**src/norm_check_pkg.sv**
```systemverilog
/* Shared widths, ML-DSA-87 constants, per-mode norm bounds and the
   enums for the check controller and the check mode */

package norm_check_pkg;

    localparam int COEFF_WIDTH     = 24;
    localparam int MEM_ADDR_WIDTH  = 8;
    localparam int MLDSA_N         = 256;
    localparam int COEFFS_PER_WORD = 4;
    localparam int MEM_WORD_WIDTH  = COEFF_WIDTH * COEFFS_PER_WORD;
    localparam int WORDS_PER_POLY  = MLDSA_N / COEFFS_PER_WORD;
    localparam int MEM_DEPTH       = 256;

    typedef logic [MEM_ADDR_WIDTH-1:0] mem_addr_t;
    typedef logic [COEFF_WIDTH-1:0]    coeff_t;
    // Coefficient 0 sits in the low 24 bits
    typedef logic [MEM_WORD_WIDTH-1:0] mem_word_t;

    localparam coeff_t MLDSA_Q = 24'd8380417;
    localparam coeff_t HALF_Q  = (MLDSA_Q - 24'd1) >> 1;

    // ML-DSA-87 parameter set
    localparam coeff_t GAMMA1 = 24'd524288;
    localparam coeff_t GAMMA2 = 24'd261888;
    localparam coeff_t BETA   = 24'd120;

    typedef enum logic [1:0] {
        MODE_Z   = 2'd0,
        MODE_R0  = 2'd1,
        MODE_CT0 = 2'd2
    } check_mode_e;

    typedef enum logic [1:0] {
        CHK_IDLE   = 2'd0,
        CHK_RD_MEM = 2'd1,
        CHK_WAIT   = 2'd2,
        CHK_DONE   = 2'd3
    } chk_read_state_e;

    // Bound table; a centered value at or above the bound is a failure
    function automatic coeff_t mode_bound(check_mode_e mode);
        case (mode)
            MODE_Z:  return GAMMA1 - BETA;
            MODE_R0: return GAMMA2 - BETA;
            default: return GAMMA2;
        endcase
    endfunction

endpackage

```
**src/norm_check_ctrl.sv**
```systemverilog
/* Norm-check controller: FSM and randomized address sequencer issuing
   the 64 word reads of one polynomial */

`timescale 1ns/10ps

module norm_check_ctrl (
    input  logic                      clk,
    input  logic                      reset_n,
    input  logic                      zeroize,
    input  logic                      norm_check_enable,
    input  logic [5:0]                randomness,
    input  norm_check_pkg::mem_addr_t mem_base_addr,
    output logic                      mem_rd_en,
    output norm_check_pkg::mem_addr_t mem_rd_addr,
    output logic                      ctrl_done
);

    norm_check_pkg::chk_read_state_e state, state_nxt;

    norm_check_pkg::mem_addr_t base_addr;
    logic [5:0] rd_offset;
    logic [4:0] hi_cnt;
    logic       rand_lo;
    logic [5:0] rd_cnt;
    logic       last_read;

    // The read counter reaches 63 on the 64th and last read
    assign last_read = (rd_cnt == 6'(norm_check_pkg::WORDS_PER_POLY - 1));

    always_ff @(posedge clk or negedge reset_n) begin
        if (!reset_n) begin
            state <= norm_check_pkg::CHK_IDLE;
        end else if (zeroize) begin
            state <= norm_check_pkg::CHK_IDLE;
        end else begin
            state <= state_nxt;
        end
    end

    always_comb begin
        state_nxt = state;
        case (state)
            norm_check_pkg::CHK_IDLE: begin
                if (norm_check_enable) begin
                    state_nxt = norm_check_pkg::CHK_RD_MEM;
                end
            end
            norm_check_pkg::CHK_RD_MEM: begin
                state_nxt = norm_check_pkg::CHK_WAIT;
            end
            norm_check_pkg::CHK_WAIT: begin
                state_nxt = last_read ? norm_check_pkg::CHK_DONE : norm_check_pkg::CHK_RD_MEM;
            end
            default: begin
                state_nxt = norm_check_pkg::CHK_IDLE;
            end
        endcase
    end

    // Offset walks pairs {hi_cnt, rand_lo} and {hi_cnt, ~rand_lo}, so the
    // starting point and the pair order both depend on the randomness
    always_ff @(posedge clk or negedge reset_n) begin
        if (!reset_n) begin
            base_addr <= '0;
            rd_offset <= '0;
            hi_cnt    <= '0;
            rand_lo   <= 1'b0;
            rd_cnt    <= '0;
        end else if (zeroize) begin
            base_addr <= '0;
            rd_offset <= '0;
            hi_cnt    <= '0;
            rand_lo   <= 1'b0;
            rd_cnt    <= '0;
        end else if (state == norm_check_pkg::CHK_IDLE) begin
            if (norm_check_enable) begin
                base_addr <= mem_base_addr;
                rd_offset <= randomness;
                hi_cnt    <= randomness[5:1];
                rand_lo   <= randomness[0];
                rd_cnt    <= '0;
            end
        end else if (state == norm_check_pkg::CHK_RD_MEM) begin
            rd_offset <= {rd_offset[5:1], ~rand_lo};
            hi_cnt    <= hi_cnt + 5'd1;
            rd_cnt    <= rd_cnt + 6'd1;
        end else if (state == norm_check_pkg::CHK_WAIT) begin
            rd_offset <= {hi_cnt, rand_lo};
            rd_cnt    <= rd_cnt + 6'd1;
        end
    end

    // Address wraps modulo the memory size
    assign mem_rd_addr = base_addr + norm_check_pkg::mem_addr_t'(rd_offset);

    assign mem_rd_en = (state == norm_check_pkg::CHK_RD_MEM) ||
                       (state == norm_check_pkg::CHK_WAIT);

    assign ctrl_done = (state == norm_check_pkg::CHK_DONE);

endmodule

```
**config.mk**
```make
export PLATFORM = sky130hd
export DESIGN_NAME = norm_check_ctrl
export DESIGN_NICKNAME = d
export VERILOG_FILES = /design/src/norm_check_pkg.sv /design/src/norm_check_ctrl.sv
export SDC_FILE = /design/constraint.sdc
export NUM_CORES = 1
export LEC_CHECK = 0
export BUFFER_PORTS_ARGS = -buffer_cell sky130_fd_sc_hd__buf_2
export CAP_MARGIN = 10
export CORE_ASPECT_RATIO = 1.25
export CORE_UTILIZATION = 56
export DETAILED_ROUTE_END_ITERATION = 8
export GPL_TIMING_DRIVEN = 0
export HOLD_SLACK_MARGIN = 0.02
export PLACE_DENSITY = 0.79
export SYNTH_ARGS = -nofsm -noshare
export SYNTH_HDL_FRONTEND = slang
export SYNTH_SLANG_ARGS = --single-unit
export TNS_END_PERCENT = 30
```
**constraint.sdc**
```tcl
create_clock -name clk -period 2.3 [get_ports clk]
set_input_delay 0.46 -clock clk [delete_from_list [all_inputs] [get_ports clk]]
set_output_delay 0.46 -clock clk [all_outputs]
set_load 0.01 [all_outputs]
```
# Word-level counts from Yosys, hierarchy flattened
# Cells that the tools add are included.
# classes
add_sub_neg	3
n_mux	24
n_reduce_logical	11
bitwise_logic	1
eq_ne	6
# op_table
operator	count
$mux 6	10
$mux 8	3
$mux 5	4
$add 8x6->8	1
$add 6x1->6 const B	1
$eq 6x6->1 const B	1
$mux 2	3
$ne 3x3->1 const B	2
$pmux 2 s3	1
$reduce_and 2->1	3
$reduce_bool 3->1	2
$add 5x1->5 const B	1
$eq 2x2->1 const B	2
$reduce_bool 2->1	2
$reduce_bool 4->1	1
$mux 1	3
$reduce_and 3->1	1
$eq 2x1->1 const B	1
$logic_not 2->1	1
$logic_or 1x1->1	1
$not 1->1	1
# totals
register_bits	28

# Logic depth before layout (Yosys ltp)
# logic_depth
depth_word	5
mapped_depth	7

# Worst setup path after synthesis
# OpenSTA, ideal clock, no wires.
# synth_path
kind	register to output
startpoint	reg base_addr[0]
endpoint	out mem_rd_addr[6]
t_arrival_ns	1.756
path_buffers	0
stages_incl_launch_ff	8
t_required_ns	1.840
slack_ns	0.084
cell_sequence	dfrtp_1 > ha_1 > inv_1 > fa_1 > nor2b_4 > o31a_1 > or4b_1 > nand3_1
# synth_via
elab_chain_cells	1
# synth_lines
element	line_no	rtl
start, declared	norm_check_ctrl.sv:20	norm_check_pkg::mem_addr_t base_addr;
start signal, assigned	norm_check_ctrl.sv:77	base_addr <= mem_base_addr;
$add 8x6->8	norm_check_ctrl.sv:94	assign mem_rd_addr = base_addr + norm_check_pkg::mem_addr_t'(rd_offset);
end, declared	norm_check_ctrl.sv:14	output norm_check_pkg::mem_addr_t mem_rd_addr,
# No other way between the ends.

# Worst setup path in the final report
# layout_path
startpoint	reg base_addr[2]
endpoint	out mem_rd_addr[6]
# The elaborated chain is that of the path after synthesis.

==> results.ini <==
[status]
outcome=complete, but fails checks
violations=negative setup slack

[drt]
postRouteAntennaNets=0
wl_um=3900
drc=0
wire_per_inst_um=14.8
avgViaCountPerCell=5.83
drtIter0Drc=85
drt_first_pass_iters=4
num_vias=1539

[setup_path]
worstPathRequired_ns=1.84
cpMaxStageDelayCell=or4b_1
max_stage_delay_ns=0.48
cp_max_fo=4
worstSetupPathType=reg -> out
end_kind=output port
crit_chain=ha_1, nor2b_4, o31a_1, or4b_1, nand3_1, buf_2
cp.arrival_ns=2.21
r2r-start=state[0]
critPathLaunchType=flip-flop
startpoint=base_addr[2]

[yosys]
yosysTopAreaCellShare=0.402
synth_top_area_cell=dfrtp_1
ys.flop_type=dfrtp_1
synthTopCellsByArea=dfrtp_1 (40%), ha_1 (8.6%), nand2_1 (6.9%)
syn-cell-area_mm2=0.00174
avgSynthCellArea_um2=8.99
yosysWarnings=0
syn-instance-count=194
ys_ff_latch=28
synth.distinct_cells=35
yosysSeqAreaShare=0.402
synth_edf_count=0
syn-num-nets=225
async_flop_share=1.00

[global_routing]
grt_pass1_wl_um=6490
overflow=0
grt_max_degree=29
antenna_found_initial=0
grtUsageTotal=0.257
grt_pass1_vias=1511

[floorplan]
rows=22
initial_core_util=0.592
die_h_um=64.4
dieArea_mm2=0.00334
die_w_um=51.9
pin_count=28
core_area_mm2=0.00295

[sta]
setup_viol=4
tightest_slew_ns=0.628
max_freq_ghz=0.374
period_needed_ns=2.67
fin_ws_ns=-0.373
period_share=1.16
report.final.slew_viol_count=0
fin_skew_ns=0.00467
rsz0062_at_grt=true
holdWs_ns=0.125
slew_headroom=0.581
hold_viol=0

[cts]
clock_path_buffers=2
cts_tree=yes
holdBufCountCts=0
path_clk_slew_ns=0.14
numCtsBuffers=3
cts_max_level=1
cts_sinks=28
clock_latency_ns=0.33
cts-root-buf=clkbuf_4

[pwr]
powerDensity_mw_per_mm2=579
peakVddDrop_v=0.000419
leakage_nw=0.943
finalPower_w=0.00116

[place]
place_hpwl_um=2860
place_area_mm2=0.00192
io_buffers=26
dp_cells=256
gp_congestion=0.842

[layout]
area_delta_synth_final_pct=15.0
diodes=0
fin_cells=264
fin_util=0.681
num-nets-final=261
design_area_mm2=0.00201
nFillCells=252
layout.cells.most_common_list=nand2_1 (32), buf_2 (29), dfrtp_1 (28)
layout_commonest_cell=nand2_1
drive_gt1_frac=0.206

[job]
max-cap-violations=0

[min_path]
hold_class=in -> async

==> flip-flops by register name, summed over array words and instances, names as in the netlist <==
register / count
base_addr: 8
hi_cnt: 5
rand_lo: 1
rd_cnt: 6
rd_offset: 6
state: 2
==> cell families (layout without fill, tap and decap cells) <==
| group | after synthesis | in the layout | synth area share |
|---|---|---|---|
| AO/OA/AOI/OAI | 58 | 58 | 0.215 |
| multiplexers | 6 | 6 | 0.0352 |
| flip-flops | 28 | 28 | 0.402 |
| adder cells (fa/ha/maj) | 13 | 13 | 0.0976 |
| XOR/XNOR | 11 | 11 | 0.0552 |
| buffers and inverters | 15 | 49 | 0.0344 |
| AND/OR/NAND/NOR | 63 | 63 | 0.161 |
==> critical path, delay by kind of cell (launching register included) <==
kind | cells | cell delay, ns
adders and majority gates | 1 | 0.37
AOI/OAI and AO/OA | 1 | 0.26
and+or+nand+nor | 3 | 0.72
DFF | 1 | 0.41
buffers and inverters | 1 | 0.12
==> path summary, 6_finish.rpt <==
| kind | end | slack (ns) | depth (start not counted) |
|---|---|---|---|
| max reg2reg | rd_cnt[2] | 0.46 | 6 |
| min reg2reg | rd_offset[4] | 0.51 | 2 |
| max | mem_rd_addr[6] | -0.37 | 6 |
| max in group asynchronous | hi_cnt[1] | 1.77 | 1 |
| min in group clk | base_addr[1] | 0.34 | 3 |
| min | hi_cnt[4] | 0.12 | 1 |
==> what timing repair did <==
item                       CTS  global route
setup endpoints to repair    4             5
pin swaps                    5             3
gates resized for setup      6             0
setup buffers                4             1
==> power by group <==
group	switching, W	leakage [nW]	total (W)	internal (W)
Sequential	0.0000425	0.376	0.000578	0.000535
Clock	0.000140	0.0138	0.000202	0.0000617
Combinational	0.000219	0.553	0.000381	0.000162
Total	0.000402	0.943	0.00116	0.000759
==> through the flow <==
step / setup WS [ns] / TNS, ns
floorplan: 0.0844 / 0
global placement: -0.0376 / -0.0376
detailed placement: -0.106 / -0.106
CTS: -0.418 / -0.670
global route: -0.442 / -1.00
finish: -0.373 / -0.687
==> routing by layer <==
| metal | GRT usage | part of all wire | wire length, um | vias up |
|---|---|---|---|---|
| met5 | 0 | 0 | 0 | - |
| met3 | 0.0214 | 0.025 | 98 | 5 |
| met1 | 0.309 | 0.42 | 1640 | 749 |
| met4 | 0.0608 | 0.011 | 41 | 0 |
| li1 | - | - | - | 754 |
| met2 | 0.476 | 0.54 | 2120 | 31 |
==> cells in the mapped netlist (4+ instances only) <==
library cell and number:
nor2_1 15, o31ai_1 8, inv_1 8, xor2_1 6
dfrtp_1 28, a22oi_1 6, a21oi_1 22, o21ai_0 6
nand2_1 32, xnor2_1 5, mux2i_1 5, ha_1 12
clkbuf_1 4
==> final cells by class <==
cell class | count | area, um2 | share of cell area
Tap cell | 36 | 45.0 | 0.0225
Clock buffer | 3 | 22.5 | 0.0112
Timing Repair Buffer | 31 | 168 | 0.0836
Buffer | 7 | 30.0 | 0.0150
Multi-Input combinational cell | 151 | 1010 | 0.503
Sequential cell | 28 | 701 | 0.349
Inverter | 8 | 30.0 | 0.0150
Note: power is estimated with default switching activity, not from simulation.
