File: src/norm_check_pkg.sv
/* Shared widths, ML-DSA-87 constants, per-mode norm bounds and the
   enums for the check controller and the check mode */

package norm_check_pkg;

    localparam int COEFF_WIDTH     = 24;
    localparam int MEM_ADDR_WIDTH  = 8;
    localparam int MLDSA_N         = 256;
    localparam int COEFFS_PER_WORD = 4;
    localparam int MEM_WORD_WIDTH  = COEFF_WIDTH * COEFFS_PER_WORD;
    localparam int WORDS_PER_POLY  = MLDSA_N / COEFFS_PER_WORD;
    localparam int MEM_DEPTH       = 256;

    typedef logic [MEM_ADDR_WIDTH-1:0] mem_addr_t;
    typedef logic [COEFF_WIDTH-1:0]    coeff_t;
    // Coefficient 0 sits in the low 24 bits
    typedef logic [MEM_WORD_WIDTH-1:0] mem_word_t;

    localparam coeff_t MLDSA_Q = 24'd8380417;
    localparam coeff_t HALF_Q  = (MLDSA_Q - 24'd1) >> 1;

    // ML-DSA-87 parameter set
    localparam coeff_t GAMMA1 = 24'd524288;
    localparam coeff_t GAMMA2 = 24'd261888;
    localparam coeff_t BETA   = 24'd120;

    typedef enum logic [1:0] {
        MODE_Z   = 2'd0,
        MODE_R0  = 2'd1,
        MODE_CT0 = 2'd2
    } check_mode_e;

    typedef enum logic [1:0] {
        CHK_IDLE   = 2'd0,
        CHK_RD_MEM = 2'd1,
        CHK_WAIT   = 2'd2,
        CHK_DONE   = 2'd3
    } chk_read_state_e;

    // Bound table; a centered value at or above the bound is a failure
    function automatic coeff_t mode_bound(check_mode_e mode);
        case (mode)
            MODE_Z:  return GAMMA1 - BETA;
            MODE_R0: return GAMMA2 - BETA;
            default: return GAMMA2;
        endcase
    endfunction

endpackage

File: src/norm_check_unit.sv
/* Four-lane centered-magnitude compare against the mode bound, with the
   sticky invalid flag and the done pulse aligned to the last compare */

`timescale 1ns/10ps

module norm_check_unit (
    input  logic                        clk,
    input  logic                        reset_n,
    input  logic                        zeroize,
    input  logic                        norm_check_enable,
    input  norm_check_pkg::check_mode_e check_mode,
    input  logic                        mem_rd_en,
    input  norm_check_pkg::mem_word_t   mem_rd_data,
    input  logic                        ctrl_done,
    output logic                        norm_check_done,
    output logic                        norm_check_invalid
);

    localparam int LANES = norm_check_pkg::COEFFS_PER_WORD;
    localparam int CW    = norm_check_pkg::COEFF_WIDTH;

    norm_check_pkg::coeff_t bound;
    norm_check_pkg::coeff_t lane_coeff [LANES];
    norm_check_pkg::coeff_t lane_mag   [LANES];
    logic [LANES-1:0]       lane_hit;
    logic                   data_valid;
    logic                   invalid_flag;
    logic                   done_q;

    // Centered magnitude: c for the lower half, q - c for the upper half
    for (genvar i = 0; i < LANES; i++) begin : g_lane
        assign lane_coeff[i] = mem_rd_data[i*CW +: CW];
        assign lane_mag[i]   = (lane_coeff[i] > norm_check_pkg::HALF_Q) ?
                               norm_check_pkg::MLDSA_Q - lane_coeff[i] : lane_coeff[i];
        assign lane_hit[i]   = (lane_mag[i] >= bound);
    end

    always_ff @(posedge clk or negedge reset_n) begin
        if (!reset_n) begin
            bound        <= '0;
            data_valid   <= 1'b0;
            invalid_flag <= 1'b0;
            done_q       <= 1'b0;
        end else if (zeroize) begin
            bound        <= '0;
            data_valid   <= 1'b0;
            invalid_flag <= 1'b0;
            done_q       <= 1'b0;
        end else begin
            // Memory data follows the read strobe by one cycle
            data_valid <= mem_rd_en;
            done_q     <= ctrl_done;
            if (norm_check_enable) begin
                bound        <= norm_check_pkg::mode_bound(check_mode);
                invalid_flag <= 1'b0;
            end else if (data_valid && |lane_hit) begin
                invalid_flag <= 1'b1;
            end
        end
    end

    // The last word is compared in the ctrl_done cycle, so the registered
    // done sees the flag with every word folded in
    assign norm_check_done    = done_q;
    assign norm_check_invalid = invalid_flag;

endmodule

File: config.mk
export PLATFORM = sky130hd
export DESIGN_NAME = norm_check_unit
export DESIGN_NICKNAME = d
export VERILOG_FILES = /design/src/norm_check_pkg.sv /design/src/norm_check_unit.sv
export SDC_FILE = /design/constraint.sdc
export NUM_CORES = 1
export LEC_CHECK = 0
export ABC_AREA = 1
export BUFFER_PORTS_ARGS = -buffer_cell sky130_fd_sc_hd__buf_2
export CAP_MARGIN = 20
export CORE_ASPECT_RATIO = 1.75
export CORE_MARGIN = 1.5
export CORE_UTILIZATION = 61
export CTS_CLUSTER_DIAMETER = 60
export DETAILED_ROUTE_END_ITERATION = 7
export GPL_TIMING_DRIVEN = 0
export PLACE_DENSITY = 0.95
export REMOVE_ABC_BUFFERS = 1
export SKIP_LAST_GASP = 1
export SLEW_MARGIN = 20
export SYNTH_ARGS = -nofsm -noshare
export SYNTH_HDL_FRONTEND = slang
export SYNTH_SLANG_ARGS = --single-unit
File: constraint.sdc
create_clock -name clk -period 3.9 [get_ports clk]
set_clock_uncertainty 0.05 [all_clocks]
set_input_delay 0.39 -clock clk [delete_from_list [all_inputs] [get_ports clk]]
set_output_delay 0.39 -clock clk [all_outputs]
set_load 0.02 [all_outputs]
=== Word level (Yosys, flattened, before mapping) ===
Index checks and enable logic that the tools add are counted.

* Register bits: 27
* Logic and storage cells: 34
* Input port bits: 104

* Reductions and logical operators: 5
* Add/sub/neg operators: 4
* Equal/unequal tests: 1
* Magnitude comparators: 8
* Multiplexer cells: 12

{| class="wikitable"
|+ Operators with widths
! kind !! count
|-
| 24-bit 2-to-1 mux || 6
|-
| 24-bit greater-or-equal comparator || 4
|-
| 24-bit by 22-bit greater-than comparator with 1-bit output (second input constant) || 4
|-
| 23-bit by 24-bit subtractor with 24-bit output (first input constant) || 4
|-
| 19-bit case mux with 2 select lines || 1
|-
| 1-bit 2-to-1 mux || 5
|-
| 4-bit OR reduction || 1
|-
| 3-bit nonzero test || 1
|-
| 2-bit by 1-bit == test with 1-bit output (second input constant) || 1
|-
| 2-bit logical NOT || 1
|-
| 2-bit nonzero test || 1
|-
| 1-bit logical AND || 1
|}

=== Logic depth before layout (Yosys ltp) ===
* Word-level depth: 8
* Gate-level depth with buffers: 25

=== Least setup slack after synthesis ===
OpenSTA, ideal clock, no wires.

* Path kind: input to register
* Start: in mem_rd_data[1]
* End: reg invalid_flag (netlist: norm_check_invalid)
* Setup time: 0.117 ns
* Slack: 0.980 ns
* Data arrival time: 2.752 ns
* Cell stages on the path: 24
* Path through: inv_1 > ha_1 > nand3_1 > nor2_1 > nand3_1 > nand2_2 > buf_2 > a21oi_1 > xor2_1 > ha_1 > a21oi_1 > o21ai_0 > nand2_1 > o211ai_1 > nand2_1 > nand2_1 > nand3_1 > nand2_1 > nor2_1 > nand3_1 > nor2_1 > nand2_1 > nand2_1 > a21oi_2

* Cells in the longest elaborated chain, start to end: 6
* Elaborated cells on any way between the ends: 7

{| class="wikitable"
|+ Ends and longest elaborated chain
! item !! line !! text
|-
| start, declared || norm_check_unit.sv:13 || <nowiki>input norm_check_pkg::mem_word_t mem_rd_data,</nowiki>
|-
| 23-bit by 24-bit subtractor with 24-bit output / 24-bit by 22-bit greater-than comparator with 1-bit output (equally long branches) || norm_check_unit.sv:34, norm_check_unit.sv:33 ||
|-
| 24-bit 2-to-1 mux (*) || norm_check_unit.sv:33 || <nowiki>assign lane_mag[i] = (lane_coeff[i] > norm_check_pkg::HALF_Q) ?</nowiki>
|-
| 24-bit greater-or-equal comparator (*) || norm_check_unit.sv:35 || <nowiki>assign lane_hit[i] = (lane_mag[i] >= bound);</nowiki>
|-
| 4-bit OR reduction (*) || norm_check_unit.sv:56 || <nowiki>end else if (data_valid && |lane_hit) begin</nowiki>
|-
| 1-bit logical AND (*) || norm_check_unit.sv:56 ||
|-
| 3-bit nonzero test (no line) (*) || -- ||
|-
| end signal, assigned || norm_check_unit.sv:42 || <nowiki>invalid_flag <= 1'b0;</nowiki>
|-
| end signal, assigned || norm_check_unit.sv:55 || <nowiki>invalid_flag <= 1'b0;</nowiki>
|-
| end signal, assigned || norm_check_unit.sv:57 || <nowiki>invalid_flag <= 1'b1;</nowiki>
|-
| end, declared || norm_check_unit.sv:27 || <nowiki>logic invalid_flag;</nowiki>
|}

Every way passes the cells marked *; elsewhere a longest branch is shown, timed or not.
A chain may end at the register's enable or synchronous reset.

=== Worst setup path in the final report ===
* Start: in mem_rd_data[50]
* End: reg invalid_flag (netlist: norm_check_invalid)

Same word-level chain as after synthesis.

==> flow_metrics.env <==
export IMPL_status="completed"
export IMPL_hpwl_um=10100
export IMPL_cts_resized_gates=0
export IMPL_wl_met3_um=515
export IMPL_drt_iter0_markers=283
export IMPL_tightest_slew_ns=0.677
export IMPL_drive_above_1_share_pct=15.0
export IMPL_initial_core_util_pct=62.8
export IMPL_power_density_nw_per_um2=152
export IMPL_syn_area_um2=4540
export IMPL_cp_arrival_ns=3.58
export IMPL_drt_wirelength_per_cell_um=11.8
export IMPL_grt_pass1_vias=5022
export IMPL_cap_violations=0
export IMPL_final_cells=1025
export IMPL_avgViaCountPerCell=5.47
export IMPL_die_h_um=117
export IMPL_fillCellCount=678
export IMPL_tritoncts="yes"
export IMPL_startpoint_type="input pin"
export IMPL_setup_tns_ns=0
export IMPL_layout_commonest_cell="nand2_1"
export IMPL_setup_viol=0
export IMPL_grt_setup_unrepaired="false"
export IMPL_grt_first_pass_wirelength_um=19400
export IMPL_critPathKind="in2reg"
export IMPL_vias=5603
export IMPL_fin_nets=1100
export IMPL_fmax_mhz=285
export IMPL_holdCritPathClass="in2reg"
export IMPL_clkSinkCount=7
export IMPL_antenna_found_initial=0
export IMPL_endpoint_kind="register"
export IMPL_wl_met1_um=4660
export IMPL_overflow=0
export IMPL_drt_first_pass_iters=5
export IMPL_grt_total_usage_pct=30.0
export IMPL_multi_input_area_um2=3820
export IMPL_ir_worst_vdd_mv=0.159
export IMPL_rows=41
export IMPL_report_final_slew_viol_count=0
export IMPL_path_max_fanout=12
export IMPL_die_w_um=68.2
export IMPL_insertedDiodeCount=0
export IMPL_highest_layer="met4"
export IMPL_dieArea_um2=8000
export IMPL_ys_seq_elements=7
export IMPL_relSlewSlack_pct=54.8
export IMPL_rrSetupSlack_ns=1.42
export IMPL_ff_latch_area_um2=175
export IMPL_synth_edff_count=0
export IMPL_finalCritPeriodShare_pct=90.0
export IMPL_final_cell_mix="nand2_1 (237), inv_1 (125), nor2_1 (121), buf_2 (105), nand3_1 (77)"
export IMPL_syn_avg_cell_area_um2=5.44
export IMPL_clockRootBuffer="clkbuf_16"
export IMPL_synth_ff_type="dfrtp_1"
export IMPL_synth_top_area_cell="nand2_1"
export IMPL_clk_latency_ns=0.23
export IMPL_yosys_top_cells_area="nand2_1 (20%), ha_1 (15%), inv_1 (10%)"
export IMPL_p_leak_uw=0.00297
export IMPL_placed_cells=1020
export IMPL_ios=106
export IMPL_globalplace_congestion=0.939
export IMPL_crit_required_ns=3.97
export IMPL_drc=0
export IMPL_core_um2=7230
export IMPL_numCtsBuffers=3
export IMPL_yosysTopAreaCellShare_pct=19.6
export IMPL_synthDistinctLibCells=40
export IMPL_ys_warnings_count=0
export IMPL_async_flop_share_pct=100
export IMPL_cts_htree_levels=1
export IMPL_clk_pin_slew_worst_paths_ns=0.04
export IMPL_antenna_left=0
export IMPL_area_growth_pct=14.7
export IMPL_clockBufferDepth=2
export IMPL_ys_seq_area_share_pct=3.85
export IMPL_grt_max_degree=38
export IMPL_hold_viol=0
export IMPL_wirelength_um=12100
export IMPL_met2_length_um=6400
export IMPL_finalCriticalPeriod_ns=3.51
export IMPL_synthCells=836
export IMPL_numPortBuffers=105
-- cell usage after synthesis (all sizes together), types with 2 or more instances --
cell type and instances:
dfrtp 7, nand3b 10, inv 131, o21ai 18, xor2 39, nor3 4
xnor2 18, nand3 81, nand2 245, a211oi 2, nand4 27, a21oi 38
buf 7, ha 56, or2 7, a31oi 4, nor2 126, o31ai 3
and2 2, a21o 2
-- state kept, by name, summed over array words and instances (netlist names) --
name                count
bound                   4
data_valid              1
norm_check_done         1
norm_check_invalid      1
-- worst max-delay path, stage by stage --
cell     delay [ns]
buf_2          0.10
inv_1          0.09
ha_1           0.17
nand3_1        0.15
nor2_1         0.32
nand3_2        0.20
nand2_1        0.37
inv_2          0.19
o31ai_1        0.14
xnor2_1        0.12
ha_1           0.20
or4_1          0.51
nor2_1         0.13
nand3_1        0.08
nor2_1         0.09
nand3_1        0.08
nor2_1         0.09
nand2_1        0.06
nand2_1        0.07
a21oi_2        0.05
-- layer usage --
metal  GRT usage, %  up-vias
met4           14.8        0
met3           3.44       38
met5              0        -
met2           57.2      165
li1               -     2897
met1           30.7     2503
-- power by group --
group,total [uW],internal [uW],leakage [uW],switching (uW)
clock network,178,136,0.0000382,41.5
registers,79.8,76.8,0.0000918,2.94
logic,534,217,0.00284,317
-- final timing paths --
kind | startpoint | cells past startpoint | endpoint
min | zeroize | 2 | bound[17]
max in group asynchronous | reset_n | 2 | bound[18]
max reg2reg | bound[17] | 16 | norm_check_invalid
min in group asynchronous | reset_n | 2 | bound[17]
min reg2reg | data_valid | 2 | norm_check_invalid
max | mem_rd_data[50] | 20 | norm_check_invalid
-- layout make-up --
type / instances / area share, %
Tap cell: 86 / 2.06
Inverter: 131 / 9.44
Sequential cell: 7 / 3.36
Multi-Input combinational cell: 691 / 73.3
Timing Repair Buffer: 106 / 10.3
Clock buffer: 4 / 1.51
-- per-stage QoR --
stage                     instance area (um2)  setup slack (ns)  total power [uW]  hold WS, ns  utilization, %
after floorplan                          4490             0.852               434       0.0444               -
after CTS                                5210             0.436               791        0.305            72.0
final                                    5210             0.388               792        0.306            72.0
after detailed placement                 5120             0.227               609        0.174            70.8
after global routing                     5210             0.110               873        0.323            72.0
after global placement                   5120             0.279               589        0.172            70.8
-- kinds of logic (layout without fill, tap and decap cells) --
kind of cell,Yosys count,after routing,synth area share (%)
buffers and inverters,138,241,12.0
xor gates and xnor gates,57,57,11.0
DFF,7,7,3.85
AOI/OAI and AO/OA,74,74,9.53
and+or+nand+nor,504,504,48.2
adders and majority gates,56,56,15.4
-- repair_timing --
item | CTS | global route
setup buffers | 0 | 0
hold buffers | 1 | 0
hold endpoints to repair | 7 | 0
Note: power is estimated with default switching activity, not from simulation.
